## config.mk

```make
export PLATFORM = sky130hd
export DESIGN_NAME = dac_drive_flat
export DESIGN_NICKNAME = d
export VERILOG_FILES = /design/src/verilog/dsp_cmd_pkg.sv /design/src/verilog/sample_link_if.sv /design/src/verilog/dac_drive.sv /design/src/flat_wrapper.sv
export SDC_FILE = /design/constraint.sdc
export NUM_CORES = 2
export LEC_CHECK = 0
export BUFFER_PORTS_ARGS = -buffer_cell sky130_fd_sc_hd__buf_4
export CORE_ASPECT_RATIO = 0.5
export CORE_MARGIN = 2
export CORE_UTILIZATION = 38
export CTS_CLUSTER_DIAMETER = 50
export DETAILED_ROUTE_END_ITERATION = 8
export HOLD_SLACK_MARGIN = 0.02
export PLACE_DENSITY_LB_ADDON = 0.2
export SETUP_SLACK_MARGIN = 0.4
export SLEW_MARGIN = 20
export SYNTH_ARGS = -nofsm -noshare
export SYNTH_HDL_FRONTEND = slang
export SYNTH_SLANG_ARGS = --single-unit
```

## constraint.sdc

```tcl
create_clock -name clk -period 8.4 [get_ports clk]
set_input_delay 1.26 -clock clk [delete_from_list [all_inputs] [get_ports clk]]
set_output_delay 1.26 -clock clk [all_outputs]
set_load 0.02 [all_outputs]
```

## src/verilog/dsp_cmd_pkg.sv

```systemverilog
package dsp_cmd_pkg;

    localparam int SAMPLE_W = 16;
    localparam int SAMPLES_PER_WORD = 4;
    localparam int WORD_W = SAMPLE_W * SAMPLES_PER_WORD;

    // amplitude is unsigned Q0.15 with the top bit zero.
    localparam int AMP_W = 16;

    typedef enum logic [1:0] {
        OP_PLAY = 2'd0,
        OP_WAIT = 2'd1,
        OP_END  = 2'd2
    } opcode_e;

    // one command word, read as play or as wait. the opcode sits on top in both.
    typedef union packed {
        struct packed {
            opcode_e     op;
            logic [8:0]  env_addr;
            logic [6:0]  len_words;
            logic [13:0] amp;
        } play;
        struct packed {
            opcode_e     op;
            logic [29:0] wait_cycles;
        } delay;
    } cmd_word_u;

    // credit counters and FIFO sizing.
    localparam int FIFO_AW = 3;
    localparam int CREDIT_W = 4;
    localparam logic [CREDIT_W-1:0] FIFO_DEPTH = 4'd8;
    localparam logic [CREDIT_W-1:0] DAC_CREDITS = 4'd2;

    // sequencer FSM states.
    localparam logic [2:0] SEQ_IDLE  = 3'd0;
    localparam logic [2:0] SEQ_FETCH = 3'd1;
    localparam logic [2:0] SEQ_PLAY  = 3'd2;
    localparam logic [2:0] SEQ_WAIT  = 3'd3;
    localparam logic [2:0] SEQ_DRAIN = 3'd4;

endpackage

```

## src/verilog/sample_link_if.sv

```systemverilog
`timescale 1ns/10ps

interface sample_link_if;

    logic                           valid;
    logic [dsp_cmd_pkg::WORD_W-1:0] data;
    logic [dsp_cmd_pkg::AMP_W-1:0]  amp;
    logic                           last;
    // one pulse per freed slot in the receiver.
    logic                           credit;

    modport producer (
        output valid, data, amp, last,
        input  credit
    );

    modport consumer (
        input  valid, data, amp, last,
        output credit
    );

endinterface
```

## src/verilog/dac_drive.sv

```systemverilog
`timescale 1ns/10ps

module dac_drive (
    input  logic                           clk,
    input  logic                           reset,
    input  logic                           dac_ready,
    sample_link_if.consumer                link,
    output logic                           dac_valid,
    output logic [dsp_cmd_pkg::WORD_W-1:0] dac_data,
    output logic                           dac_last
);

    logic signed [2*dsp_cmd_pkg::SAMPLE_W-1:0] prod [0:dsp_cmd_pkg::SAMPLES_PER_WORD-1];
    logic [dsp_cmd_pkg::WORD_W-1:0] scaled;
    logic [dsp_cmd_pkg::WORD_W-1:0] s1_data;
    logic s1_last;
    logic s1_valid;
    logic out_free;

    // Q0.15 scaling, keep product bits 30 down to 15.
    always_comb begin
        for (int i = 0; i < dsp_cmd_pkg::SAMPLES_PER_WORD; i++) begin
            prod[i] = $signed(link.data[i*dsp_cmd_pkg::SAMPLE_W +: dsp_cmd_pkg::SAMPLE_W]) *
                      $signed(link.amp);
            scaled[i*dsp_cmd_pkg::SAMPLE_W +: dsp_cmd_pkg::SAMPLE_W] =
                prod[i][2*dsp_cmd_pkg::SAMPLE_W-2 -: dsp_cmd_pkg::SAMPLE_W];
        end
    end

    assign out_free = !dac_valid || dac_ready;
    assign link.credit = dac_valid && dac_ready;

    always_ff @(posedge clk) begin
        if (reset) begin
            s1_valid <= 1'b0;
            dac_valid <= 1'b0;
        end else begin
            if (link.valid) begin
                s1_valid <= 1'b1;
            end else if (out_free) begin
                s1_valid <= 1'b0;
            end
            if (out_free) begin
                dac_valid <= s1_valid;
            end
        end
    end

    always_ff @(posedge clk) begin
        if (link.valid) begin
            s1_data <= scaled;
            s1_last <= link.last;
        end
        if (out_free && s1_valid) begin
            dac_data <= s1_data;
            dac_last <= s1_last;
        end
    end

    a_hold_on_stall: assert property (
        @(posedge clk) disable iff (reset)
            dac_valid && !dac_ready |=> dac_valid && $stable(dac_data)
    );

endmodule

```

## src/flat_wrapper.sv

```systemverilog
// flat-port wrapper written by rule: the top's interface ports become plain ports
module dac_drive_flat 
  (clk, reset, dac_ready, dac_valid, dac_data, dac_last, link_valid, link_data, link_amp, link_last, link_credit);
  sample_link_if link_i ();
  input  logic clk;
  input  logic reset;
  input  logic dac_ready;
  output logic dac_valid;
  output logic [dsp_cmd_pkg::WORD_W-1:0] dac_data;
  output logic dac_last;
  input wire logic [$bits(link_i.valid)-1:0] link_valid;
  input wire logic [$bits(link_i.data)-1:0] link_data;
  input wire logic [$bits(link_i.amp)-1:0] link_amp;
  input wire logic [$bits(link_i.last)-1:0] link_last;
  output wire logic [$bits(link_i.credit)-1:0] link_credit;
  assign link_i.valid = link_valid;
  assign link_i.data = link_data;
  assign link_i.amp = link_amp;
  assign link_i.last = link_last;
  assign link_credit = link_i.credit;
  dac_drive u_core (.clk(clk), .reset(reset), .dac_ready(dac_ready), .link(link_i), .dac_valid(dac_valid), .dac_data(dac_data), .dac_last(dac_last));
endmodule
```

==> impl_metrics.py <==
metrics = {
    "layout": {
        "synthToLayoutAreaGrowth_pct": 7.972,
        "fill_cells": 10300,
        "drive_above_1_share_pct": 5.500,
        "final_cell_mix": "inv_1, fa_1, nand2_1",
        "nets": 5600,
        "layout_commonest_cell": "inv_1",
    },
    "setup_path": {
        "cp.required_ns": 8.66,
        "cp_slowest_cell": "fa_1",
        "cpPeakStageDelay_ns": 0.56,
        "cpLargestDelayFamily": "adder cells",
        "cp_num_buf_inv": 5,
        "endpoint_kind": "flip-flop",
        "cpMostUsedCell": "fa_1",
        "critPathLaunchType": "input pin",
        "critPathKind": "in2reg",
        "worstPathMaxFanout": 32,
        "worstPathArrival_ns": 7.73,
        "path_cells": "buf_4 > buf_4 > nand2_1 > fa_1 > inv_1 > fa_1 > fa_1 > fa_1 > fa_1 > inv_1 > fa_1 > inv_1 > ha_1 > o21ai_0 > a21oi_1 > o21ai_0 > o2bb2ai_1 > a21oi_1 > a41oi_1 > nor3_1 > nor3_1 > xnor2_1",
    },
    "logic_synthesis": {
        "ys_seq_area_share_pct": 9.720,
        "synth-warning-count": 0,
        "synth_area_mm2": 0.04057,
        "ys.flop_type": "edfxtp_1",
        "synth_nets": 5563,
        "post_synth.cell_area_avg_um2": 9.777,
        "synthDistinctLibCells": 49,
        "yosys_register_bits": 132,
        "async_flop_share_pct": 0,
        "synth_edf_count": 130,
        "synthesis.instances": 4150,
    },
    "sta": {
        "tns_ns": 0,
        "fmax_mhz": 133.8,
        "rsz0062_at_grt": "false",
        "layout_min_cycle_time_ns": 7.472,
        "slew_headroom_pct": 37.44,
        "period_share_pct": 88.95,
        "maxSlewViolCount": 0,
        "fin_skew_ns": 0.01577,
        "setup_viol_count_final": 0,
        "max_slew.worst_pin.slew_ns": 0.9337,
        "finalHoldViolations": 0,
    },
    "route": {
        "first_pass_iters": 5,
        "drt_iter0_drc": 1247,
        "post_drt_wl_per_cell_um": 17.05,
        "ant_nets": 0,
        "vias": 26498,
        "routed_via_density": 4.711,
        "wl_mm": 95.89,
        "drc": 0,
    },
    "status": {
        "outcome": "finished clean",
    },
    "global_routing": {
        "grt_pass1_wl_mm": 159.8,
        "grt-ovfl-total": 0,
        "grt_max_degree": 66,
        "grt_use_total_pct": 18.68,
        "antenna_found_initial": 7,
        "grt_pass1_vias": 29317,
    },
    "flow_run": {
        "drv_cap": 0,
    },
    "cts": {
        "cts_setup_buffers": 0,
        "numCtsBuffers": 17,
        "cts_tree": "yes",
        "clk_pin_slew_ns": 0.07,
        "htreeDepth": 4,
        "post_cts_resized": 0,
        "clockRootBuffer": "clkbuf_16",
        "postCtsHoldBufs": 0,
        "clock_latency_ns": 0.52,
        "clock_path_buffers": 2,
        "clkSinkCount": 132,
    },
    "die": {
        "rows": 84,
        "die_h_um": 235.1,
        "fp.dieW_um": 466.1,
        "initial_core_util_pct": 38.49,
        "dieArea_mm2": 0.1096,
        "boundaryPins": 152,
        "core-area_mm2": 0.1054,
    },
    "min_path": {
        "hold_path.class": "reg2reg",
    },
    "place": {
        "numPortBuffers": 151,
        "hpwl_mm": 77.98,
        "place.gp.congestion": 0.8422,
    },
}
-- path summary, 6_finish.rpt --
check,cells past startpoint,to,from,slack [ns]
hold reg to reg,0,u_core.dac_data[21],u_core.s1_data[21],0.42
setup reg to reg,3,u_core.dac_data[16],u_core.dac_valid,6.75
setup / recovery,22,u_core.s1_data[46],link_amp[10],0.93
hold / removal,0,u_core.dac_data[21],u_core.s1_data[21],0.42
-- worst reg2reg max path: stages, from the launching register on --
cell     delay [ns]
dfxtp_1        0.31
nor2b_1        0.17
nor2b_4        0.11
buf_6          0.58
-- metrics by stage --
stage | std cells | utilization, % | hold slack [ns] | area [µm²] | setup WS (ns)
2_1_floorplan | 4150 | - | 0.4003 | 40570 | 0.6449
3_3_place_gp | 5587 | 40.95 | 0.4009 | 43170 | 0.4668
3_5_place_dp | 5587 | 40.95 | 0.4045 | 43170 | 0.3706
4_1_cts | 5619 | 41.54 | 0.4183 | 43790 | 0.9759
5_1_grt | 5625 | 41.56 | 0.4262 | 43810 | 0.5820
6_report | 5625 | 41.56 | 0.4165 | 43810 | 0.9284
-- sequential cells by signal, indices dropped and copies added (netlist names) --
| signal | flops |
|---|---|
| u_core.s1_last | 1 |
| u_core.dac_data | 64 |
| u_core.dac_last | 1 |
| u_core.dac_valid | 1 |
| u_core.s1_valid | 1 |
| u_core.s1_data | 64 |
-- synthesized netlist by cell type, types with 2 or more instances --
cell | n | share of area, %
o21ai_0 | 28 | 0.35
nand2b_1 | 24 | 0.37
a211oi_1 | 7 | 0.13
a31oi_1 | 3 | 0.046
fa_1 | 1020 | 50
and4_1 | 2 | 0.043
o211ai_1 | 6 | 0.11
xor2_1 | 26 | 0.56
o31a_1 | 2 | 0.043
nand4_1 | 11 | 0.17
o31ai_1 | 4 | 0.074
inv_1 | 1118 | 10
dfxtp_1 | 2 | 0.099
a31o_2 | 2 | 0.043
and3_1 | 6 | 0.093
a22o_1 | 2 | 0.043
o21bai_1 | 3 | 0.056
a21o_1 | 21 | 0.39
a21oi_1 | 47 | 0.58
edfxtp_1 | 130 | 9.6
a211o_1 | 4 | 0.086
a221o_1 | 2 | 0.049
nor2_1 | 79 | 0.73
o21a_1 | 7 | 0.13
clkbuf_1 | 175 | 1.6
or3_1 | 5 | 0.077
o2111ai_1 | 3 | 0.065
nand3_1 | 12 | 0.15
xnor2_1 | 77 | 1.7
nand2_1 | 521 | 4.8
nor2b_1 | 8 | 0.12
and2_1 | 455 | 7.0
ha_1 | 308 | 9.5
nor3_1 | 14 | 0.17
a311oi_1 | 2 | 0.043
-- final cells by class --
class | count | area (µm²) | share of cell area, %
diodes | 6 | 15.01 | 0.03427
multi-input cells | 2724 | 31790 | 72.56
clock buffers | 18 | 429.2 | 0.9797
inverters | 1118 | 4197 | 9.580
flip-flops and latches | 132 | 3944 | 9.003
repair buffers | 194 | 1473 | 3.362
well taps | 1419 | 1775 | 4.053
clock inverters | 14 | 187.7 | 0.4284
-- cell families (layout without fill, tap and decap cells) --
kind of cell	after synthesis	in the layout	synth area share, %
AO/OA/AOI/OAI	152	152	2.427
flip-flops	132	132	9.720
XOR/XNOR	103	103	2.223
buffers and inverters	1294	1344	11.97
AND/OR/NAND/NOR	1141	1141	13.83
other	0	6	0
adder cells (fa/ha/maj)	1328	1328	59.83
-- metal layers --
layer	part of all wire (%)	vias up	global-route usage [%]
li1	-	11997	-
met1	45	13972	25.69
met2	50	449	31.41
met3	3.7	80	2.195
met4	1.7	0	4.742
met5	0	-	0
Power is left out: the tool's default activity adds up to more than one toggle a clock period on the data nets, which glitch-free logic cannot reach.
