## src/verilog/dsp_cmd_pkg.sv

```systemverilog
package dsp_cmd_pkg;

    localparam int SAMPLE_W = 16;
    localparam int SAMPLES_PER_WORD = 4;
    localparam int WORD_W = SAMPLE_W * SAMPLES_PER_WORD;

    // amplitude is unsigned Q0.15 with the top bit zero.
    localparam int AMP_W = 16;

    typedef enum logic [1:0] {
        OP_PLAY = 2'd0,
        OP_WAIT = 2'd1,
        OP_END  = 2'd2
    } opcode_e;

    // one command word, read as play or as wait. the opcode sits on top in both.
    typedef union packed {
        struct packed {
            opcode_e     op;
            logic [8:0]  env_addr;
            logic [6:0]  len_words;
            logic [13:0] amp;
        } play;
        struct packed {
            opcode_e     op;
            logic [29:0] wait_cycles;
        } delay;
    } cmd_word_u;

    // credit counters and FIFO sizing.
    localparam int FIFO_AW = 3;
    localparam int CREDIT_W = 4;
    localparam logic [CREDIT_W-1:0] FIFO_DEPTH = 4'd8;
    localparam logic [CREDIT_W-1:0] DAC_CREDITS = 4'd2;

    // sequencer FSM states.
    localparam logic [2:0] SEQ_IDLE  = 3'd0;
    localparam logic [2:0] SEQ_FETCH = 3'd1;
    localparam logic [2:0] SEQ_PLAY  = 3'd2;
    localparam logic [2:0] SEQ_WAIT  = 3'd3;
    localparam logic [2:0] SEQ_DRAIN = 3'd4;

endpackage

```

## src/verilog/sample_link_if.sv

```systemverilog
`timescale 1ns/10ps

interface sample_link_if;

    logic                           valid;
    logic [dsp_cmd_pkg::WORD_W-1:0] data;
    logic [dsp_cmd_pkg::AMP_W-1:0]  amp;
    logic                           last;
    // one pulse per freed slot in the receiver.
    logic                           credit;

    modport producer (
        output valid, data, amp, last,
        input  credit
    );

    modport consumer (
        input  valid, data, amp, last,
        output credit
    );

endinterface
```

## src/verilog/sample_fifo.sv

```systemverilog
`timescale 1ns/10ps

module sample_fifo (
    input  logic            clk,
    input  logic            reset,
    sample_link_if.consumer link_in,
    sample_link_if.producer link_out,
    output logic            idle
);

    logic [dsp_cmd_pkg::WORD_W-1:0] data_mem [0:dsp_cmd_pkg::FIFO_DEPTH-1];
    logic [dsp_cmd_pkg::AMP_W-1:0]  amp_mem [0:dsp_cmd_pkg::FIFO_DEPTH-1];
    logic                           last_mem [0:dsp_cmd_pkg::FIFO_DEPTH-1];
    logic [dsp_cmd_pkg::FIFO_AW-1:0] wr_ptr;
    logic [dsp_cmd_pkg::FIFO_AW-1:0] rd_ptr;
    logic [dsp_cmd_pkg::CREDIT_W-1:0] count;
    logic [dsp_cmd_pkg::CREDIT_W-1:0] dac_cnt;
    logic send;

    assign send = (count != '0) && (dac_cnt != '0);

    assign link_out.valid = send;
    assign link_out.data = data_mem[rd_ptr];
    assign link_out.amp = amp_mem[rd_ptr];
    assign link_out.last = last_mem[rd_ptr];

    // a slot frees as soon as its word moves on.
    assign link_in.credit = send;

    assign idle = (count == '0) && (dac_cnt == dsp_cmd_pkg::DAC_CREDITS);

    always_ff @(posedge clk) begin
        if (link_in.valid) begin
            data_mem[wr_ptr] <= link_in.data;
            amp_mem[wr_ptr] <= link_in.amp;
            last_mem[wr_ptr] <= link_in.last;
        end
    end

    always_ff @(posedge clk) begin
        if (reset) begin
            wr_ptr <= '0;
            rd_ptr <= '0;
            count <= '0;
            dac_cnt <= dsp_cmd_pkg::DAC_CREDITS;
        end else begin
            if (link_in.valid) begin
                wr_ptr <= wr_ptr + 1'b1;
            end
            if (send) begin
                rd_ptr <= rd_ptr + 1'b1;
            end
            case ({link_in.valid, send})
                2'b10: count <= count + 1'b1;
                2'b01: count <= count - 1'b1;
                default: count <= count;
            endcase
            case ({send, link_out.credit})
                2'b10: dac_cnt <= dac_cnt - 1'b1;
                2'b01: dac_cnt <= dac_cnt + 1'b1;
                default: dac_cnt <= dac_cnt;
            endcase
        end
    end

    // the sequencer's credits must keep it from pushing into a full buffer.
    a_no_overflow: assert property (
        @(posedge clk) disable iff (reset)
            link_in.valid |-> (count < dsp_cmd_pkg::FIFO_DEPTH)
    );

endmodule

```

## src/flat_wrapper.sv

```systemverilog
// flat-port wrapper written by rule: the top's interface ports become plain ports
module sample_fifo_flat 
  (clk, reset, idle, link_in_valid, link_in_data, link_in_amp, link_in_last, link_in_credit, link_out_valid, link_out_data, link_out_amp, link_out_last, link_out_credit);
  sample_link_if link_in_i ();
  sample_link_if link_out_i ();
  input  logic clk;
  input  logic reset;
  output logic idle;
  input wire logic [$bits(link_in_i.valid)-1:0] link_in_valid;
  input wire logic [$bits(link_in_i.data)-1:0] link_in_data;
  input wire logic [$bits(link_in_i.amp)-1:0] link_in_amp;
  input wire logic [$bits(link_in_i.last)-1:0] link_in_last;
  output wire logic [$bits(link_in_i.credit)-1:0] link_in_credit;
  output wire logic [$bits(link_out_i.valid)-1:0] link_out_valid;
  output wire logic [$bits(link_out_i.data)-1:0] link_out_data;
  output wire logic [$bits(link_out_i.amp)-1:0] link_out_amp;
  output wire logic [$bits(link_out_i.last)-1:0] link_out_last;
  input wire logic [$bits(link_out_i.credit)-1:0] link_out_credit;
  assign link_in_i.valid = link_in_valid;
  assign link_in_i.data = link_in_data;
  assign link_in_i.amp = link_in_amp;
  assign link_in_i.last = link_in_last;
  assign link_in_credit = link_in_i.credit;
  assign link_out_valid = link_out_i.valid;
  assign link_out_data = link_out_i.data;
  assign link_out_amp = link_out_i.amp;
  assign link_out_last = link_out_i.last;
  assign link_out_i.credit = link_out_credit;
  sample_fifo u_core (.clk(clk), .reset(reset), .link_in(link_in_i), .link_out(link_out_i), .idle(idle));
endmodule
```

## config.mk

```make
export PLATFORM = sky130hd
export DESIGN_NAME = sample_fifo_flat
export DESIGN_NICKNAME = d
export VERILOG_FILES = /design/src/verilog/dsp_cmd_pkg.sv /design/src/verilog/sample_link_if.sv /design/src/verilog/sample_fifo.sv /design/src/flat_wrapper.sv
export SDC_FILE = /design/constraint.sdc
export NUM_CORES = 1
export LEC_CHECK = 0
export BUFFER_PORTS_ARGS = -buffer_cell sky130_fd_sc_hd__buf_2
export CAP_MARGIN = 20
export CORE_MARGIN = 1.5
export CORE_UTILIZATION = 48
export DETAILED_ROUTE_END_ITERATION = 7
export GPL_TIMING_DRIVEN = 1
export PLACE_DENSITY_LB_ADDON = 0.1
export SETUP_SLACK_MARGIN = 0.5
export SLEW_MARGIN = 20
export SYNTH_ARGS = -nofsm -noshare
export SYNTH_HDL_FRONTEND = slang
export SYNTH_SLANG_ARGS = --single-unit
```

## constraint.sdc

```tcl
create_clock -name clk -period 7.2 [get_ports clk]
set_input_delay 1.44 -clock clk [delete_from_list [all_inputs] [get_ports clk]]
set_output_delay 1.44 -clock clk [all_outputs]
set_load 0.1 [all_outputs]
```

==> metrics.txt <==
post-synthesis xor/xnor area fraction less than 1%; post-CTS setup buffer count 0; Startpoint Class register; compound-cell area share of the yosys netlist 0.2839%; TritonCTS Buffers 70; static leakage between 9 and 10 nW; maximum vdd ir drop 0.0002752 V; max-slew violation count 0; WL/cell approximately 25 um; post-synthesis adder-cell area fraction less than 1%; clk slew on worst S/H paths approximately 60 ps; Syn Inst Count between 1k and 1.5k; Tcrit/Tclk final between 60 and 70%; syn nets about 1.1k; io pins 169; Layout Nets about 1.3k; RSZ-0062 raised after global routing false; Total Routing Usage GR a little under a fifth; GP Congestion about 0.68; die footprint around 55,000 um^2; Die Y 233.8 um; Die X roughly 230 um; CP Max Fanout just under 70; fraction of layout instances using a drive strength above 1 about 40%; Max-slew headroom between 30% and 40%; Synth Area in Simple Gates less than 1%; Final Hold Fails 0; min cycle time layout around 4800 ps; Residual DRC 0; post-synth cell types 36; Starting Density about half; status finished, final reports clean; cell area after synthesis ~26,000 um^2; first drt pass iteration count 7; post-synthesis mux area share between 15 and 20%; CTS tree built; DR iter-0 viols ~640; PwrDens a little under 400 nW/um^2; clk root buf clkbuf_16; Max Clk Rate 0.2091 GHz; CP Capture Type output port; kind of critical path reg2out; syn avg cell area ~25 um^2; CTS resizes 0; fillcell total 3,970; Area Growth Syn to Fin 14.73%; Hold-fix buffers, CTS 0; main combinational cell family by area after synthesis multiplexers; first-pass GRT wire length between 70,000 and 80,000 um; Reg2Reg Setup Slack roughly 4400 ps; Max Cap Viol 0; IO Port Bufs approximately 170; CTS max path bufs 3; worst path required time between 5000 and 6000 ps; Clock Skew 17.99 ps; post-synthesis sequential area ratio between 70% and 80%; synth warn 0; PnR worst setup slack ~2400 ps; Site Rows 84; largest net degree at the start of global routing about 130; DRT Wirelength a little under 50,000 um; CTS Sinks between 600 and 700; Final Setup Violations 0; TNS Setup 0 ps; initial antenna violation count 8; arrival time worst endpoint 3340 ps; H-tree levels 3; setup slack after placement ~2900 ps; Core Box Area 52,550 um^2; Tightest Hold Check Type reg2reg; Slew @ Worst Pin about 990 ps; Final ANT Viol Nets 0; Via Count about 11k; flops & latches, synth 665; vias in the first global route 11.86k; GRT overflow 0; Post-DP HPWL about 25,000 um; Clock Latency Late Sink roughly 590 ps; Vias/cell between 5 and 6
[registers in the layout, summed over array words and instances, names as in the netlist, named ones only]
name             cells
u_core.wr_ptr        3
u_core.last_mem      8
u_core.dac_cnt       4
u_core.count         4
u_core.rd_ptr        3
u_core.data_mem    512
u_core.amp_mem     128
[power breakdown]
| group | switching, W | internal (W) | total [W] |
|---|---|---|---|
| Combinational | 0.00259 | 0.00118 | 0.00377 |
| Clock | 0.00140 | 0.00195 | 0.00335 |
| Sequential | 0.000136 | 0.00436 | 0.00449 |
[synth_stat cells]
| cell | count | area share, % |
|---|---|---|
| edfxtp_1 | 648 | 76 |
| mux4_2 | 161 | 14 |
| mux2_4 | 80 | 4.7 |
| nor2_1 | 21 | 0.31 |
| buf_2 | 18 | 0.35 |
| dfxtp_1 | 17 | 1.3 |
| clkbuf_1 | 11 | 0.16 |
| buf_12 | 9 | 0.70 |
| buf_1 | 8 | 0.12 |
| ha_1 | 8 | 0.39 |
| a21oi_1 | 6 | 0.12 |
| nor2b_1 | 6 | 0.15 |
| xor2_1 | 5 | 0.17 |
| nand2_1 | 4 | 0.059 |
| inv_1 | 3 | 0.044 |
| mux2i_1 | 3 | 0.12 |
| nand2b_1 | 3 | 0.073 |
| nor3_1 | 3 | 0.059 |
| xnor2_1 | 3 | 0.10 |
| a31oi_1 | 2 | 0.049 |
| mux2_2 | 2 | 0.088 |
| nor4_1 | 2 | 0.049 |
| or3_1 | 2 | 0.049 |
| a211o_1 | 1 | 0.034 |
| a211oi_1 | 1 | 0.029 |
| and3_1 | 1 | 0.024 |
| buf_4 | 1 | 0.029 |
| buf_6 | 1 | 0.044 |
| clkbuf_2 | 1 | 0.020 |
| fa_1 | 1 | 0.078 |
| mux2_1 | 1 | 0.044 |
| mux4_1 | 1 | 0.10 |
| nand3_1 | 1 | 0.020 |
| nor3b_1 | 1 | 0.029 |
| o21ai_0 | 1 | 0.020 |
| o32ai_1 | 1 | 0.034 |
[cell type report]
class / count / area (um^2) / share of cell area, %
flip-flops and latches: 665 / 19810 / 67.54
repair buffers: 186 / 1051 / 3.583
clock buffers: 92 / 1928 / 6.574
multi-input cells: 321 / 5456 / 18.60
clock inverters: 31 / 203.9 / 0.6954
diodes: 3 / 7.507 / 0.02560
well taps: 688 / 860.8 / 2.935
inverters: 3 / 11.26 / 0.03839
[layer usage]
| layer | global-route usage [%] | share of wire [%] | vias to the layer above |
|---|---|---|---|
| li1 | - | - | 4843 |
| met1 | 24.27 | 43 | 5840 |
| met2 | 31.03 | 51 | 198 |
| met3 | 4.839 | 5.2 | 67 |
| met4 | 5.529 | 1.5 | 10 |
| met5 | 0 | 0.13 | - |
[final timing paths]
kind | start | endpoint | cells after the start
worst max-delay path | register | link_out_amp[15] | 4
worst min register to register | u_core.wr_ptr[0]$_SDFFE_PP0P_ | u_core.wr_ptr[0]$_SDFFE_PP0P_ | 2
worst min-delay path | u_core.wr_ptr[0]$_SDFFE_PP0P_ | u_core.wr_ptr[0]$_SDFFE_PP0P_ | 2
worst max register to register | u_core.count[1]$_SDFFE_PP0P_ | u_core.dac_cnt[3]$_SDFFE_PP0P_ | 10
[critical path: stages, from the launching register on]
cell	delay, ps
dfxtp_4	910
buf_12	550
mux4_1	630
mux2_4	280
buf_2	290
[logic make-up (layout without fill, tap and decap cells)]
kind of cell,after synthesis,in the layout
muxes,248,248
xor gates and xnor gates,8,8
other,0,3
and+or+nand+nor,44,44
AOI/OAI and AO/OA,12,12
adders and majority gates,9,9
buffers and inverters,52,312
DFF,665,665
[cell usage in the layout (no fill, tap or decap), drive strengths merged, types with 5 or more instances in the layout]
master,instances
clkinv,24
a21oi,6
nor2b,6
inv,7
nor2,21
mux4,162
buf,186
ha,8
xor2,5
dfxtp,17
edfxtp,648
mux2,83
clkbuf,92
[through the flow]
step                      utilization (%)  instance area, um^2  std cells  hold WS [ps]  total power (W)
after global placement              51.74                27190       1863         480.2         0.008385
after floorplan                         -                25570       1038         461.8         0.007879
after CTS                           55.80                29320       1986         489.9          0.01178
final                               55.81                29330       1989         492.0          0.01161
after global routing                55.80                29320       1986         514.2          0.01206
after detailed placement            51.74                27190       1863         481.1         0.008406
Power figures use the tool's default switching activity.
