### src/verilog/dsp_cmd_pkg.sv
package dsp_cmd_pkg;

    localparam int SAMPLE_W = 16;
    localparam int SAMPLES_PER_WORD = 4;
    localparam int WORD_W = SAMPLE_W * SAMPLES_PER_WORD;

    // amplitude is unsigned Q0.15 with the top bit zero.
    localparam int AMP_W = 16;

    typedef enum logic [1:0] {
        OP_PLAY = 2'd0,
        OP_WAIT = 2'd1,
        OP_END  = 2'd2
    } opcode_e;

    // one command word, read as play or as wait. the opcode sits on top in both.
    typedef union packed {
        struct packed {
            opcode_e     op;
            logic [8:0]  env_addr;
            logic [6:0]  len_words;
            logic [13:0] amp;
        } play;
        struct packed {
            opcode_e     op;
            logic [29:0] wait_cycles;
        } delay;
    } cmd_word_u;

    // credit counters and FIFO sizing.
    localparam int FIFO_AW = 3;
    localparam int CREDIT_W = 4;
    localparam logic [CREDIT_W-1:0] FIFO_DEPTH = 4'd8;
    localparam logic [CREDIT_W-1:0] DAC_CREDITS = 4'd2;

    // sequencer FSM states.
    localparam logic [2:0] SEQ_IDLE  = 3'd0;
    localparam logic [2:0] SEQ_FETCH = 3'd1;
    localparam logic [2:0] SEQ_PLAY  = 3'd2;
    localparam logic [2:0] SEQ_WAIT  = 3'd3;
    localparam logic [2:0] SEQ_DRAIN = 3'd4;

endpackage

### src/verilog/dsp_mem_pkg.sv
package dsp_mem_pkg;

    // host write port.
    localparam int MEM_SEL_W = 3;
    localparam int MEM_ADDR_W = 16;
    localparam int MEM_DATA_W = 32;

    // write selector codes.
    localparam logic [MEM_SEL_W-1:0] MEM_SEL_CMD = 3'd0;
    localparam logic [MEM_SEL_W-1:0] MEM_SEL_ENV = 3'd1;

    // command memory, one 32-bit write word per read word.
    localparam int CMD_ADDRWIDTH = 8;

    // envelope memory, two 32-bit writes make one 64-bit read word.
    localparam int ENV_W_ADDRWIDTH = 10;
    localparam int ENV_R_ADDRWIDTH = 9;
    localparam int ENV_N_DIN_TO_DOUT = 2;

    // cycles from read address to read data.
    localparam int RAM_READ_LATENCY = 2;

endpackage

### src/verilog/sample_link_if.sv
`timescale 1ns/10ps

interface sample_link_if;

    logic                           valid;
    logic [dsp_cmd_pkg::WORD_W-1:0] data;
    logic [dsp_cmd_pkg::AMP_W-1:0]  amp;
    logic                           last;
    // one pulse per freed slot in the receiver.
    logic                           credit;

    modport producer (
        output valid, data, amp, last,
        input  credit
    );

    modport consumer (
        input  valid, data, amp, last,
        output credit
    );

endinterface
### src/verilog/pulse_sequencer.sv
`timescale 1ns/10ps

module pulse_sequencer (
    input  logic                                    clk,
    input  logic                                    reset,
    input  logic                                    stb_start,
    input  dsp_cmd_pkg::cmd_word_u                  cmd_data,
    input  logic [dsp_cmd_pkg::WORD_W-1:0]          env_data,
    input  logic                                    fifo_done_idle,
    output logic [dsp_mem_pkg::CMD_ADDRWIDTH-1:0]   cmd_addr,
    output logic [dsp_mem_pkg::ENV_R_ADDRWIDTH-1:0] env_addr,
    output logic                                    done,
    sample_link_if.producer                         link
);

    logic [2:0] state;
    logic [dsp_mem_pkg::RAM_READ_LATENCY-1:0] fetch_pipe;
    logic [dsp_mem_pkg::RAM_READ_LATENCY-1:0] iss_v;
    logic [dsp_mem_pkg::RAM_READ_LATENCY-1:0] iss_last;
    logic [7:0] words_left;
    logic [29:0] wait_cnt;
    logic [dsp_cmd_pkg::CREDIT_W-1:0] credit_cnt;
    logic [dsp_cmd_pkg::CREDIT_W-1:0] inflight;
    logic [dsp_cmd_pkg::AMP_W-1:0] amp_r;
    logic decode;
    logic issue;
    logic ret;

    assign decode = (state == dsp_cmd_pkg::SEQ_FETCH) &&
                    fetch_pipe[dsp_mem_pkg::RAM_READ_LATENCY-1];

    // a read goes out only while a FIFO slot is left that no earlier read has claimed.
    assign issue = (state == dsp_cmd_pkg::SEQ_PLAY) && (words_left != 8'd0) &&
                   (credit_cnt > inflight);
    assign ret = iss_v[dsp_mem_pkg::RAM_READ_LATENCY-1];

    always_ff @(posedge clk) begin
        if (reset) begin
            state <= dsp_cmd_pkg::SEQ_IDLE;
            done <= 1'b0;
            cmd_addr <= '0;
            env_addr <= '0;
            fetch_pipe <= '0;
            words_left <= '0;
            wait_cnt <= '0;
        end else begin
            case (state)
                dsp_cmd_pkg::SEQ_IDLE: begin
                    if (stb_start) begin
                        done <= 1'b0;
                        cmd_addr <= '0;
                        fetch_pipe <= '0;
                        state <= dsp_cmd_pkg::SEQ_FETCH;
                    end
                end
                dsp_cmd_pkg::SEQ_FETCH: begin
                    fetch_pipe <= (fetch_pipe << 1) | 1'b1;
                    if (decode) begin
                        cmd_addr <= cmd_addr + 1'b1;
                        fetch_pipe <= '0;
                        case (cmd_data.play.op)
                            dsp_cmd_pkg::OP_PLAY: begin
                                env_addr <= cmd_data.play.env_addr;
                                // length 0 stands for 128 words.
                                words_left <= {cmd_data.play.len_words == 7'd0,
                                               cmd_data.play.len_words};
                                state <= dsp_cmd_pkg::SEQ_PLAY;
                            end
                            dsp_cmd_pkg::OP_WAIT: begin
                                wait_cnt <= cmd_data.delay.wait_cycles;
                                state <= dsp_cmd_pkg::SEQ_WAIT;
                            end
                            dsp_cmd_pkg::OP_END: state <= dsp_cmd_pkg::SEQ_DRAIN;
                            default: state <= dsp_cmd_pkg::SEQ_IDLE;
                        endcase
                    end
                end
                dsp_cmd_pkg::SEQ_PLAY: begin
                    if (issue) begin
                        env_addr <= env_addr + 1'b1;
                        words_left <= words_left - 1'b1;
                    end else if (words_left == 8'd0 && inflight == '0) begin
                        state <= dsp_cmd_pkg::SEQ_FETCH;
                    end
                end
                dsp_cmd_pkg::SEQ_WAIT: begin
                    wait_cnt <= wait_cnt - 1'b1;
                    if (wait_cnt <= 30'd1) begin
                        state <= dsp_cmd_pkg::SEQ_FETCH;
                    end
                end
                dsp_cmd_pkg::SEQ_DRAIN: begin
                    // all credits home means nothing is left downstream.
                    if (fifo_done_idle && credit_cnt == dsp_cmd_pkg::FIFO_DEPTH) begin
                        done <= 1'b1;
                        state <= dsp_cmd_pkg::SEQ_IDLE;
                    end
                end
                default: state <= dsp_cmd_pkg::SEQ_IDLE;
            endcase
        end
    end

    // read tracking and credit accounting.
    always_ff @(posedge clk) begin
        if (reset) begin
            iss_v <= '0;
            link.valid <= 1'b0;
            credit_cnt <= dsp_cmd_pkg::FIFO_DEPTH;
            inflight <= '0;
        end else begin
            iss_v <= (iss_v << 1) | issue;
            link.valid <= ret;
            case ({link.valid, link.credit})
                2'b10: credit_cnt <= credit_cnt - 1'b1;
                2'b01: credit_cnt <= credit_cnt + 1'b1;
                default: credit_cnt <= credit_cnt;
            endcase
            case ({issue, link.valid})
                2'b10: inflight <= inflight + 1'b1;
                2'b01: inflight <= inflight - 1'b1;
                default: inflight <= inflight;
            endcase
        end
    end

    always_ff @(posedge clk) begin
        iss_last <= (iss_last << 1) | (issue && words_left == 8'd1);
        if (decode) begin
            amp_r <= {2'b00, cmd_data.play.amp};
        end
        if (ret) begin
            link.data <= env_data;
            link.amp <= amp_r;
            link.last <= iss_last[dsp_mem_pkg::RAM_READ_LATENCY-1];
        end
    end

    a_credit_max: assert property (
        @(posedge clk) disable iff (reset) credit_cnt <= dsp_cmd_pkg::FIFO_DEPTH
    );

endmodule

### src/flat_wrapper.sv
// flat-port wrapper written by rule: the top's interface ports become plain ports
module pulse_sequencer_flat 
  (clk, reset, stb_start, cmd_data, env_data, fifo_done_idle, cmd_addr, env_addr, done, link_valid, link_data, link_amp, link_last, link_credit);
  sample_link_if link_i ();
  input  logic clk;
  input  logic reset;
  input  logic stb_start;
  input  dsp_cmd_pkg::cmd_word_u cmd_data;
  input  logic [dsp_cmd_pkg::WORD_W-1:0] env_data;
  input  logic fifo_done_idle;
  output logic [dsp_mem_pkg::CMD_ADDRWIDTH-1:0] cmd_addr;
  output logic [dsp_mem_pkg::ENV_R_ADDRWIDTH-1:0] env_addr;
  output logic done;
  output wire logic [$bits(link_i.valid)-1:0] link_valid;
  output wire logic [$bits(link_i.data)-1:0] link_data;
  output wire logic [$bits(link_i.amp)-1:0] link_amp;
  output wire logic [$bits(link_i.last)-1:0] link_last;
  input wire logic [$bits(link_i.credit)-1:0] link_credit;
  assign link_valid = link_i.valid;
  assign link_data = link_i.data;
  assign link_amp = link_i.amp;
  assign link_last = link_i.last;
  assign link_i.credit = link_credit;
  pulse_sequencer u_core (.clk(clk), .reset(reset), .stb_start(stb_start), .cmd_data(cmd_data), .env_data(env_data), .fifo_done_idle(fifo_done_idle), .cmd_addr(cmd_addr), .env_addr(env_addr), .done(done), .link(link_i));
endmodule
### config.mk
export PLATFORM = sky130hd
export DESIGN_NAME = pulse_sequencer_flat
export DESIGN_NICKNAME = d
export VERILOG_FILES = /design/src/verilog/dsp_cmd_pkg.sv /design/src/verilog/dsp_mem_pkg.sv /design/src/verilog/sample_link_if.sv /design/src/verilog/pulse_sequencer.sv /design/src/flat_wrapper.sv
export SDC_FILE = /design/constraint.sdc
export NUM_CORES = 1
export LEC_CHECK = 0
export ABC_AREA = 1
export ABC_CLOCK_PERIOD_IN_PS = 2300
export BUFFER_PORTS_ARGS = -buffer_cell sky130_fd_sc_hd__buf_2
export CAP_MARGIN = 15
export CORE_ASPECT_RATIO = 1.4
export CORE_UTILIZATION = 46
export CTS_BUF_LIST = sky130_fd_sc_hd__clkbuf_8
export DETAILED_ROUTE_END_ITERATION = 8
export GPL_TIMING_DRIVEN = 0
export MAX_ROUTING_LAYER = met4
export PLACE_DENSITY = 0.74
export SLEW_MARGIN = 20
export SYNTH_ARGS = -nofsm -noshare
export SYNTH_HDL_FRONTEND = slang
export SYNTH_SLANG_ARGS = --single-unit
### constraint.sdc
create_clock -name clk -period 2.3 [get_ports clk]
set_input_delay 0.345 -clock clk [delete_from_list [all_inputs] [get_ports clk]]
set_output_delay 0.345 -clock clk [all_outputs]
set_load 0.02 [all_outputs]
==> flow_metrics.py, run 1 <==
metrics = {
    "outcome": {
        "outcome": "complete, no violations",
    },
    "sta": {
        "fmax_ghz": 0.4466,
        "drv_slew": 0,
        "worst_pin_slew_ps": 746.3,
        "rsz0062_at_grt": "true",
        "setup_tns_ps": 0,
        "post-route-period-util": 0.9735,
        "finalSetupViolCount": 0,
        "finClkSkew_ps": 13.09,
        "hold_viol": 0,
        "fin_hold_ws_ps": 49.91,
        "slew_headroom": 0.5025,
        "min_period_ps": 2239,
    },
    "cts": {
        "cts_root_buffer": "clkbuf_8",
        "h-tree-depth": 4,
        "cts_tree": "built",
        "clock_path_buffers": 2,
        "clk_latency_ps": 470,
        "clock-sinks": 167,
        "cts_made_buffers": 17,
        "cts_hold_buffers": 0,
        "path_clk_slew_ps": 100,
    },
    "power": {
        "p_leak_nw": 4.033,
        "power.density_mw_per_mm2": 851.7,
        "ir_worst_vdd_mv": 0.4078,
    },
    "placement": {
        "gp_congestion": 0.9831,
        "dp_hpwl_microns": 16150,
        "portBuffers": 197,
    },
    "floorplan": {
        "die_h_microns": 153.1,
        "core_area_sq_mm": 0.01574,
        "io_pins": 201,
        "dieArea_sq_mm": 0.01684,
        "die_w_microns": 110.0,
        "start_util": 0.4768,
        "rows": 54,
    },
    "setup_path": {
        "rr_endpoint": "u_core.inflight[3]",
        "r2r-start": "u_core.inflight[1]",
        "worst-path-max-fanout": 3,
        "crit_path_max_incr_delay_ps": 400,
        "critPathBufInv": 1,
        "cp_top_family": "adder cells",
        "path_cells": "inv_6 -> ha_4 -> a21oi_2 -> o21ai_2 -> nand3_2 -> ha_4 -> ha_4 -> nand2_1 -> nand2_1 -> a21oi_2 -> nor2_1 -> nor2_1 -> nand2_1 -> o21ai_1 -> a21oi_1",
        "crit_type": "register to register",
        "cp_slowest_cell": "dfxtp_4",
        "cp.required_ps": 2660,
        "endpoint_kind": "register",
        "reg2reg_depth": 15,
        "rrSetupSlack_ps": 60,
        "startpoint_type": "register",
        "critPathArrivalTime_ps": 2600,
    },
    "drt": {
        "highest_layer": "met4",
        "drt_iter0_markers": 471,
        "first_pass_iters": 5,
        "met1_length_microns": 8165,
        "viasPerCell": 5.235,
        "wl_met2_microns": 10650,
        "wl_per_cell_microns": 16.75,
        "drc": 0,
        "num_vias": 6727,
        "drt-total-wl_microns": 21520,
        "met3_length_microns": 1969,
        "antenna_left": 0,
    },
    "hold_path": {
        "hold_end": "u_core.link.data[1]",
        "min_path_cells": 1,
        "hold_class": "input pin to register",
        "min-delay-start": "env_data[1]",
    },
    "global_route": {
        "grt_start_max_net_pins": 48,
        "gr-total-overflow": 0,
        "grt_pass1_vias": 6274,
        "grt_antenna_before_repair": 0,
        "grt_pass1_wl_microns": 31950,
        "grt_use_total": 0.2640,
    },
    "layout": {
        "multiInputGateArea_sq_mm": 0.002868,
        "drive_gt1_frac": 0.2617,
        "syn2layout_area_growth_pct": 23.60,
        "antennaDiodeCount": 0,
        "seqCellArea_sq_mm": 0.004288,
        "n_fill_cell": 1457,
        "nets": 1195,
    },
    "synthesis": {
        "synth_area_sq_mm": 0.007506,
        "syn_inst": 852,
        "synth_ff_type": "edfxtp_1",
        "synth.most_common_cell": "nand2_1",
        "yosys.area.top_type_share": 0.3721,
        "yosysSeqAreaShare": 0.5694,
        "ys_top_cells_by_area": "edfxtp_1 37%, dfxtp_1 20%, nand2_1 9.0%, nor2_1 6.6%, a21oi_1 4.7%",
        "ys_types": 35,
        "syn_area_per_cell_sq_um": 8.810,
        "ys_warn_count": 0,
        "yosysTopAreaCell": "edfxtp_1",
        "synthArstFlopShare": 0,
        "yosys-top-cells-count": "180 x nand2_1, 131 x nor2_1, 93 x edfxtp_1",
        "synth_edf_count": 93,
        "ys_seq_elements": 167,
    },
    "run": {
        "cap_violations": 0,
    },
}
-- stage by stage --
step | instances | utilization | setup WS [ps] | instance area, sq um | power (mW)
global route | 1285 | 0.5893 | -114.3 | 9278 | 8.392
detailed placement | 1247 | 0.5567 | -199.7 | 8765 | 5.838
floorplan | 853 | - | 37.41 | 7511 | 5.147
global placement | 1246 | 0.5553 | -145.5 | 8742 | 5.811
CTS | 1280 | 0.5824 | 1.775 | 9169 | 7.902
finish | 1285 | 0.5893 | 60.90 | 9278 | 7.902
-- layout make-up --
type | count | share of cell area
timing repair buffer | 204 | 0.1133
tap | 196 | 0.02643
sequential | 167 | 0.4622
clock inverter | 15 | 0.01618
clock buffer | 17 | 0.02522
multi-input combinational | 578 | 0.3091
buffer | 27 | 0.01430
inverter | 81 | 0.03331
-- cell families after synthesis --
family          after synthesis  share of synthesized area
compound gates              159                     0.1122
buf+inv                     108                    0.05818
flops                       167                     0.5694
simple gates                389                     0.2159
xor+xnor                      9                    0.01050
fa+ha+maj                    18                    0.03201
mux                           1                   0.001334
other cells                   1                  0.0004996
-- what timing repair did --
item,4_1_cts,5_1_grt
endpoints found under the setup margin,2,3
pin swaps,1,12
setup buffers,1,5
gates resized for setup,7,17
-- registers in the layout, summed over array words and instances, names as in the netlist --
register and flops:
u_core.inflight 4, u_core.link.data 64, u_core.link.amp 14, u_core.cmd_addr 8, u_core.amp_r 14, u_core.state 3
u_core.env_addr 9, u_core.iss_last 2, u_core.credit_cnt 4, u_core.iss_v 2, u_core.fetch_pipe 2, u_core.link.valid 1
u_core.link.last 1, u_core.words_left 8, u_core.wait_cnt 30, u_core.done 1
-- where the power goes --
part           internal (mW)  switching [mW]  leakage (nW)
clock                  0.881            1.18         0.191
sequential              3.25           0.130          1.44
combinational          0.789            1.66          2.40
-- routing by layer --
metal,vias up,global-route usage
li1,3286,-
met1,3079,0.2907
met2,308,0.4435
met3,54,0.06098
met4,0,0.1219
met5,-,-
-- worst max-delay path by stage --
stage | startpoint | to | slack [ps] | cells after the start
floorplan | u_core.inflight[1] | u_core.inflight[3] | 40 | 15
global placement | u_core.inflight[1] | u_core.inflight[3] | -150 | 15
detailed placement | u_core.inflight[1] | u_core.inflight[3] | -200 | 15
CTS | u_core.words_left[0] | u_core.inflight[3] | 2 | 16
global route | u_core.inflight[1] | u_core.inflight[3] | -110 | 15
finish | u_core.inflight[1] | u_core.inflight[3] | 60 | 15
-- layout by cell type, fill, tap and decap left out, types with 2 or more instances in the layout --
cell type / instances
buf_2: 201
nand2_1: 179
nor2_1: 130
edfxtp_1: 93
inv_1: 74
a21oi_1: 68
o21ai_0: 68
dfxtp_1: 67
nand3_1: 45
clkbuf_8: 17
clkbuf_1: 16
buf_4: 13
ha_1: 11
nor3_1: 10
xor2_1: 8
inv_2: 7
nand4_1: 6
o21ai_1: 5
or2_2: 5
o211ai_1: 5
clkinv_4: 5
dfxtp_2: 5
nand3b_1: 4
inv_6: 4
ha_4: 4
a211oi_1: 3
nand3_2: 3
o22ai_1: 2
a21oi_2: 2
nand2_2: 2
nor2_2: 2
nor3b_2: 2
a31oi_1: 2
fa_1: 2
conb_1: 2
clkinvlp_4: 2
dfxtp_4: 2
(Power assumes the default switching activity.)
==> run 2, diff against run 1 <==
--- a/config.mk
+++ b/config.mk
@@ -10,12 +10,12 @@
 export BUFFER_PORTS_ARGS = -buffer_cell sky130_fd_sc_hd__buf_2
 export CAP_MARGIN = 15
 export CORE_ASPECT_RATIO = 1.4
-export CORE_UTILIZATION = 46
+export CORE_UTILIZATION = 30
 export CTS_BUF_LIST = sky130_fd_sc_hd__clkbuf_8
 export DETAILED_ROUTE_END_ITERATION = 8
 export GPL_TIMING_DRIVEN = 0
 export MAX_ROUTING_LAYER = met4
-export PLACE_DENSITY = 0.74
+export PLACE_DENSITY = 0.52
 export SLEW_MARGIN = 20
 export SYNTH_ARGS = -nofsm -noshare
 export SYNTH_HDL_FRONTEND = slang
==> run 2 against run 1 <==
Net effect: cell count up 9.6%; total power up 1.1%; combinational power up 2%; maximum frequency up 3.3%; register-to-register slack better by 70 ps; non-clock buffer count up 1; via count down 1.5%.
==> flow_metrics.py, run 2 (same netlist as run 1, synthesis figures left out) <==
metrics = {
    "global_route": {
        "grt_pass1_wl_microns": 33020,
        "gr-total-overflow": 0,
        "grt_start_max_net_pins": 59,
        "grt_pass1_vias": 6216,
        "grt_use_total": 0.1760,
        "grt_antenna_before_repair": 2,
    },
    "drt": {
        "num_vias": 6624,
        "drc": 0,
        "drt_iter0_markers": 332,
        "antenna_left": 0,
        "viasPerCell": 4.705,
        "first_pass_iters": 5,
        "drt-total-wl_microns": 22070,
        "wl_per_cell_microns": 15.68,
    },
    "setup_path": {
        "critPathArrivalTime_ps": 2530,
        "cp_top_family": "adder cells",
        "cp.required_ps": 2660,
        "cp_slowest_cell": "dfxtp_2",
        "crit_path_end": "u_core.inflight[3]",
        "critPathBufInv": 1,
        "reg2reg_depth": 15,
        "rrSetupSlack_ps": 130,
        "startpoint_type": "register",
        "r2r-start": "u_core.inflight[1]",
        "cp.depth": 15,
        "path_cells": "inv_4 -> ha_4 -> a21oi_1 -> o21ai_2 -> nand3_2 -> ha_4 -> ha_4 -> nand2_1 -> nand2_1 -> a21oi_2 -> nor2_1 -> nor2_1 -> nand2_1 -> o21ai_1 -> a21oi_1",
        "crit_type": "register to register",
        "rr_endpoint": "u_core.inflight[3]",
        "endpoint_kind": "register",
        "crit_path_max_incr_delay_ps": 360,
        "critPathLaunch": "u_core.inflight[1]",
        "worst-path-max-fanout": 3,
    },
    "layout": {
        "final_common_cell": "buf_2",
        "fin_cells": 1408,
        "multiInputGateArea_sq_mm": 0.002915,
        "final_util": 0.3863,
        "largest_reg_flops": 64,
        "most-common-layout-cells": "201 x buf_2, 179 x nand2_1, 128 x nor2_1",
        "nets": 1197,
        "syn2layout_area_growth_pct": 26.54,
        "n_fill_cell": 2572,
        "reg_top3": "u_core.link.data (64), u_core.wait_cnt (30)",
        "largest-register": "u_core.link.data",
        "seqCellArea_sq_mm": 0.004287,
        "stdcell_area_sq_mm": 0.009498,
        "drive_gt1_frac": 0.2667,
    },
    "sta": {
        "fin_ws_ps": 131.8,
        "worst_pin_slew_ps": 742.6,
        "finClkSkew_ps": 13.46,
        "slew_headroom": 0.5049,
        "hold_viol": 0,
        "post-route-period-util": 0.9427,
        "fmax_ghz": 0.4612,
        "setup_tns_ps": 0,
        "drv_slew": 0,
        "fin_hold_ws_ps": 44.54,
        "min_period_ps": 2168,
        "finalSetupViolCount": 0,
    },
    "placement": {
        "dp_hpwl_microns": 16440,
        "place_area_sq_mm": 0.008921,
        "pre_cts_ws_ps": -202.2,
        "dp_cells": 1366,
        "portBuffers": 197,
        "gp_congestion": 0.9099,
    },
    "floorplan": {
        "io_pins": 201,
        "start_util": 0.3053,
        "die_h_microns": 189.2,
        "rows": 68,
        "dieArea_sq_mm": 0.02567,
        "core_area_sq_mm": 0.02459,
        "die_w_microns": 135.7,
    },
    "power": {
        "p_leak_nw": 4.049,
        "ir_worst_vdd_mv": 0.5052,
        "power.density_mw_per_mm2": 841.4,
        "power_mw": 7.992,
    },
    "run": {
        "cap_violations": 0,
    },
    "outcome": {
        "outcome": "complete, no violations",
    },
    "cts": {
        "cts_made_buffers": 17,
        "clock-sinks": 167,
        "h-tree-depth": 4,
        "clock_path_buffers": 2,
        "cts_tree": "built",
        "cts_root_buffer": "clkbuf_8",
        "path_clk_slew_ps": 90,
        "clk_latency_ps": 470,
    },
    "hold_path": {
        "hold_class": "input pin to register",
    },
}
[run 2: worst min-delay path by stage]
stage | from | to | cells after the start
CTS | env_data[30] | u_core.link.data[30] | 1
global route | env_data[53] | u_core.link.data[53] | 1
global placement | u_core.iss_last[0] | u_core.iss_last[1] | 0
floorplan | u_core.iss_last[0] | u_core.iss_last[1] | 0
detailed placement | u_core.iss_last[0] | u_core.iss_last[1] | 0
finish | env_data[30] | u_core.link.data[30] | 1
[run 2: layout make-up]
class / count / share of cell area
Multi-Input combinational cell: 579 / 0.3069
Inverter: 81 / 0.03228
Buffer: 27 / 0.01396
Clock buffer: 17 / 0.02463
Timing Repair Buffer: 205 / 0.1128
Clock inverter: 15 / 0.01607
Sequential cell: 167 / 0.4513
Antenna cell: 2 / 0.0005269
Tap cell: 315 / 0.04150
[run 2: repair_timing]
item | CTS | global route
pin swaps | 2 | 10
resized for setup | 6 | 26
setup buffers | 2 | 3
endpoints found under the hold margin | 0 | 2
setup endpoints to repair | 3 | 4
hold buffers | 0 | 2
cloned | 0 | 1
[run 2: power breakdown]
part / switching, mW / leakage (nW) / total (mW) / internal [mW]
sequential: 0.135 / 1.44 / 3.39 / 3.25
combinational: 1.70 / 2.42 / 2.50 / 0.796
clock: 1.14 / 0.193 / 2.11 / 0.969
total: 2.97 / 4.05 / 7.99 / 5.02
[run 2: layer usage]
| metal | global-route usage | up-vias | share of wire |
|---|---|---|---|
| met2 | 0.3099 | 266 | 0.51 |
| li1 | - | 3296 | - |
| met3 | 0.04444 | 33 | 0.080 |
| met4 | 0.06698 | 0 | 0.026 |
| met5 | - | - | 0 |
| met1 | 0.1865 | 3029 | 0.39 |
==> run 3, diff against run 2 <==
--- a/config.mk
+++ b/config.mk
@@ -16,6 +16,8 @@
 export GPL_TIMING_DRIVEN = 0
 export MAX_ROUTING_LAYER = met4
 export PLACE_DENSITY = 0.52
+export RECOVER_POWER = 100
+export SKIP_LAST_GASP = 1
 export SLEW_MARGIN = 20
 export SYNTH_ARGS = -nofsm -noshare
 export SYNTH_HDL_FRONTEND = slang
==> run 3 against run 2 <==
Net effect: sequential share of layout area increased by 0.17 points; largest power group unchanged; worst setup slack got worse by 1.8 ps; largest cell class unchanged; cell count decreased by 0.14%; highest routed layer unchanged.
==> flow_metrics.py, run 3 (same netlist as run 1, synthesis figures left out) <==
metrics = {
    "layout": {
        "final_util": 0.3844,
        "largest-register": "u_core.link.data",
        "reg_top3": "u_core.link.data (64), u_core.wait_cnt (30)",
        "n_fill_cell": 2588,
        "syn2layout_area_growth_pct": 25.92,
        "antennaDiodeCount": 0,
        "most-common-layout-cells": "179 x nand2_1, 172 x buf_2, 128 x nor2_1",
        "drive_gt1_frac": 0.2374,
        "nets": 1197,
        "stdcell_area_sq_mm": 0.009452,
        "largest_reg_flops": 64,
        "final_common_cell": "nand2_1",
    },
    "power": {
        "p_seq_frac": 0.425,
        "p_switching_mw": 2.957,
        "pwr-share-comb": 0.311,
        "p_leak_nw": 3.971,
        "p_sw_frac": 0.3710,
        "ir_worst_vdd_mv": 0.5049,
        "p_int_mw": 5.014,
        "power_frac_clock": 0.263,
        "power.density_mw_per_mm2": 843.3,
        "power_mw": 7.971,
    },
    "global_route": {
        "grt_start_max_net_pins": 59,
        "grt_pass1_wl_microns": 33020,
        "grt_use_total": 0.1760,
        "gr-total-overflow": 0,
        "grt_antenna_before_repair": 0,
        "grt_pass1_vias": 6216,
    },
    "placement": {
        "gp_congestion": 0.9099,
        "dp_hpwl_microns": 16440,
        "portBuffers": 197,
        "place_area_sq_mm": 0.008921,
    },
    "sta": {
        "post-route-period-util": 0.9435,
        "fmax_ghz": 0.4608,
        "hold_viol": 0,
        "rsz0062_at_grt": "true",
        "fin_hold_ws_ps": 46.29,
        "min_period_ps": 2170,
        "setup_tns_ps": 0,
        "finClkSkew_ps": 11.25,
        "finalSetupViolCount": 0,
        "slew_headroom": 0.2356,
        "worst_pin_slew_ps": 1145,
        "drv_slew": 0,
    },
    "drt": {
        "drt-total-wl_microns": 22030,
        "wl_per_cell_microns": 15.67,
        "drt_iter0_markers": 358,
        "viasPerCell": 4.679,
        "drc": 0,
        "num_vias": 6579,
        "antenna_left": 0,
        "first_pass_iters": 5,
    },
    "setup_path": {
        "path_cells": "inv_4 -> ha_4 -> a21oi_1 -> o21ai_2 -> nand3_2 -> ha_4 -> ha_4 -> nand2_1 -> nand2_1 -> a21oi_2 -> nor2_1 -> nor2_1 -> nand2_1 -> o21ai_1 -> a21oi_1",
        "endpoint_kind": "register",
        "crit_path_max_incr_delay_ps": 360,
        "cp_top_family": "adder cells",
        "crit_type": "register to register",
        "critPathBufInv": 1,
        "worst-path-max-fanout": 3,
        "critPathArrivalTime_ps": 2530,
        "startpoint_type": "register",
        "cp.required_ps": 2660,
        "cp_slowest_cell": "dfxtp_2",
    },
    "floorplan": {
        "io_pins": 201,
        "die_w_microns": 135.7,
        "die_h_microns": 189.2,
        "start_util": 0.3053,
        "rows": 68,
        "dieArea_sq_mm": 0.02567,
        "core_area_sq_mm": 0.02459,
    },
    "cts": {
        "cts_tree": "built",
        "clock_path_buffers": 2,
        "cts_root_buffer": "clkbuf_8",
        "path_clk_slew_ps": 100,
        "clock-sinks": 167,
        "h-tree-depth": 4,
        "cts_made_buffers": 17,
        "clk_latency_ps": 470,
    },
    "run": {
        "cap_violations": 0,
    },
    "hold_path": {
        "hold_class": "input pin to register",
    },
    "outcome": {
        "outcome": "complete, no violations",
    },
}
[run 3: path summary, 6_finish.rpt]
| kind | slack [ps] | endpoint | startpoint | cells after the start |
|---|---|---|---|---|
| max | 130 | u_core.inflight[3] | u_core.inflight[1] | 15 |
| min | 50 | u_core.link.data[30] | env_data[30] | 1 |
| max reg2reg | 130 | u_core.inflight[3] | u_core.inflight[1] | 15 |
| min reg2reg | 330 | u_core.iss_last[1] | u_core.iss_last[0] | 0 |
[run 3: final cells by class]
type                            instances  area (sq um)  area share
Tap cell                              315         394.1     0.04170
Clock buffer                           17         234.0     0.02476
Multi-Input combinational cell        579          2915      0.3084
Inverter                               81         306.5     0.03243
Buffer                                 27         132.6     0.01403
Sequential cell                       167          4282      0.4530
Clock inverter                         15         152.6     0.01615
Timing Repair Buffer                  205          1035      0.1095
[run 3: layer usage]
metal | wire length [microns] | vias up | GRT usage | share of wire
met3 | 1771 | 31 | 0.04444 | 0.080
met5 | 0 | - | - | 0
li1 | - | 3294 | - | -
met1 | 8456 | 2999 | 0.1865 | 0.38
met4 | 562 | 0 | 0.06698 | 0.026
met2 | 11240 | 255 | 0.3099 | 0.51
[run 3: power by group through the flow]
stage / clock [mW] / sequential [mW] / combinational (mW)
2_1_floorplan: 0 / 3.42 / 1.73
3_3_place_gp: 0 / 3.45 / 2.41
3_5_place_dp: 0 / 3.45 / 2.42
4_1_cts: 2.18 / 3.38 / 2.44
5_1_grt: 2.31 / 3.40 / 2.80
6_report: 2.10 / 3.39 / 2.48
[run 3: through the flow]
stage,setup slack (ps),instances
final,129.9,1406
after global placement,-210.8,1365
after CTS,7.505,1400
after global routing,-14.33,1406
after detailed placement,-202.2,1366
after floorplan,37.41,853
[run 3: repair_timing]
item,CTS,global route
hold buffers,0,2
gates resized for setup,6,25
setup endpoints to repair,3,4
pin swaps,2,10
cloned,0,1
buffers inserted,2,3
endpoints found under the hold margin,0,2
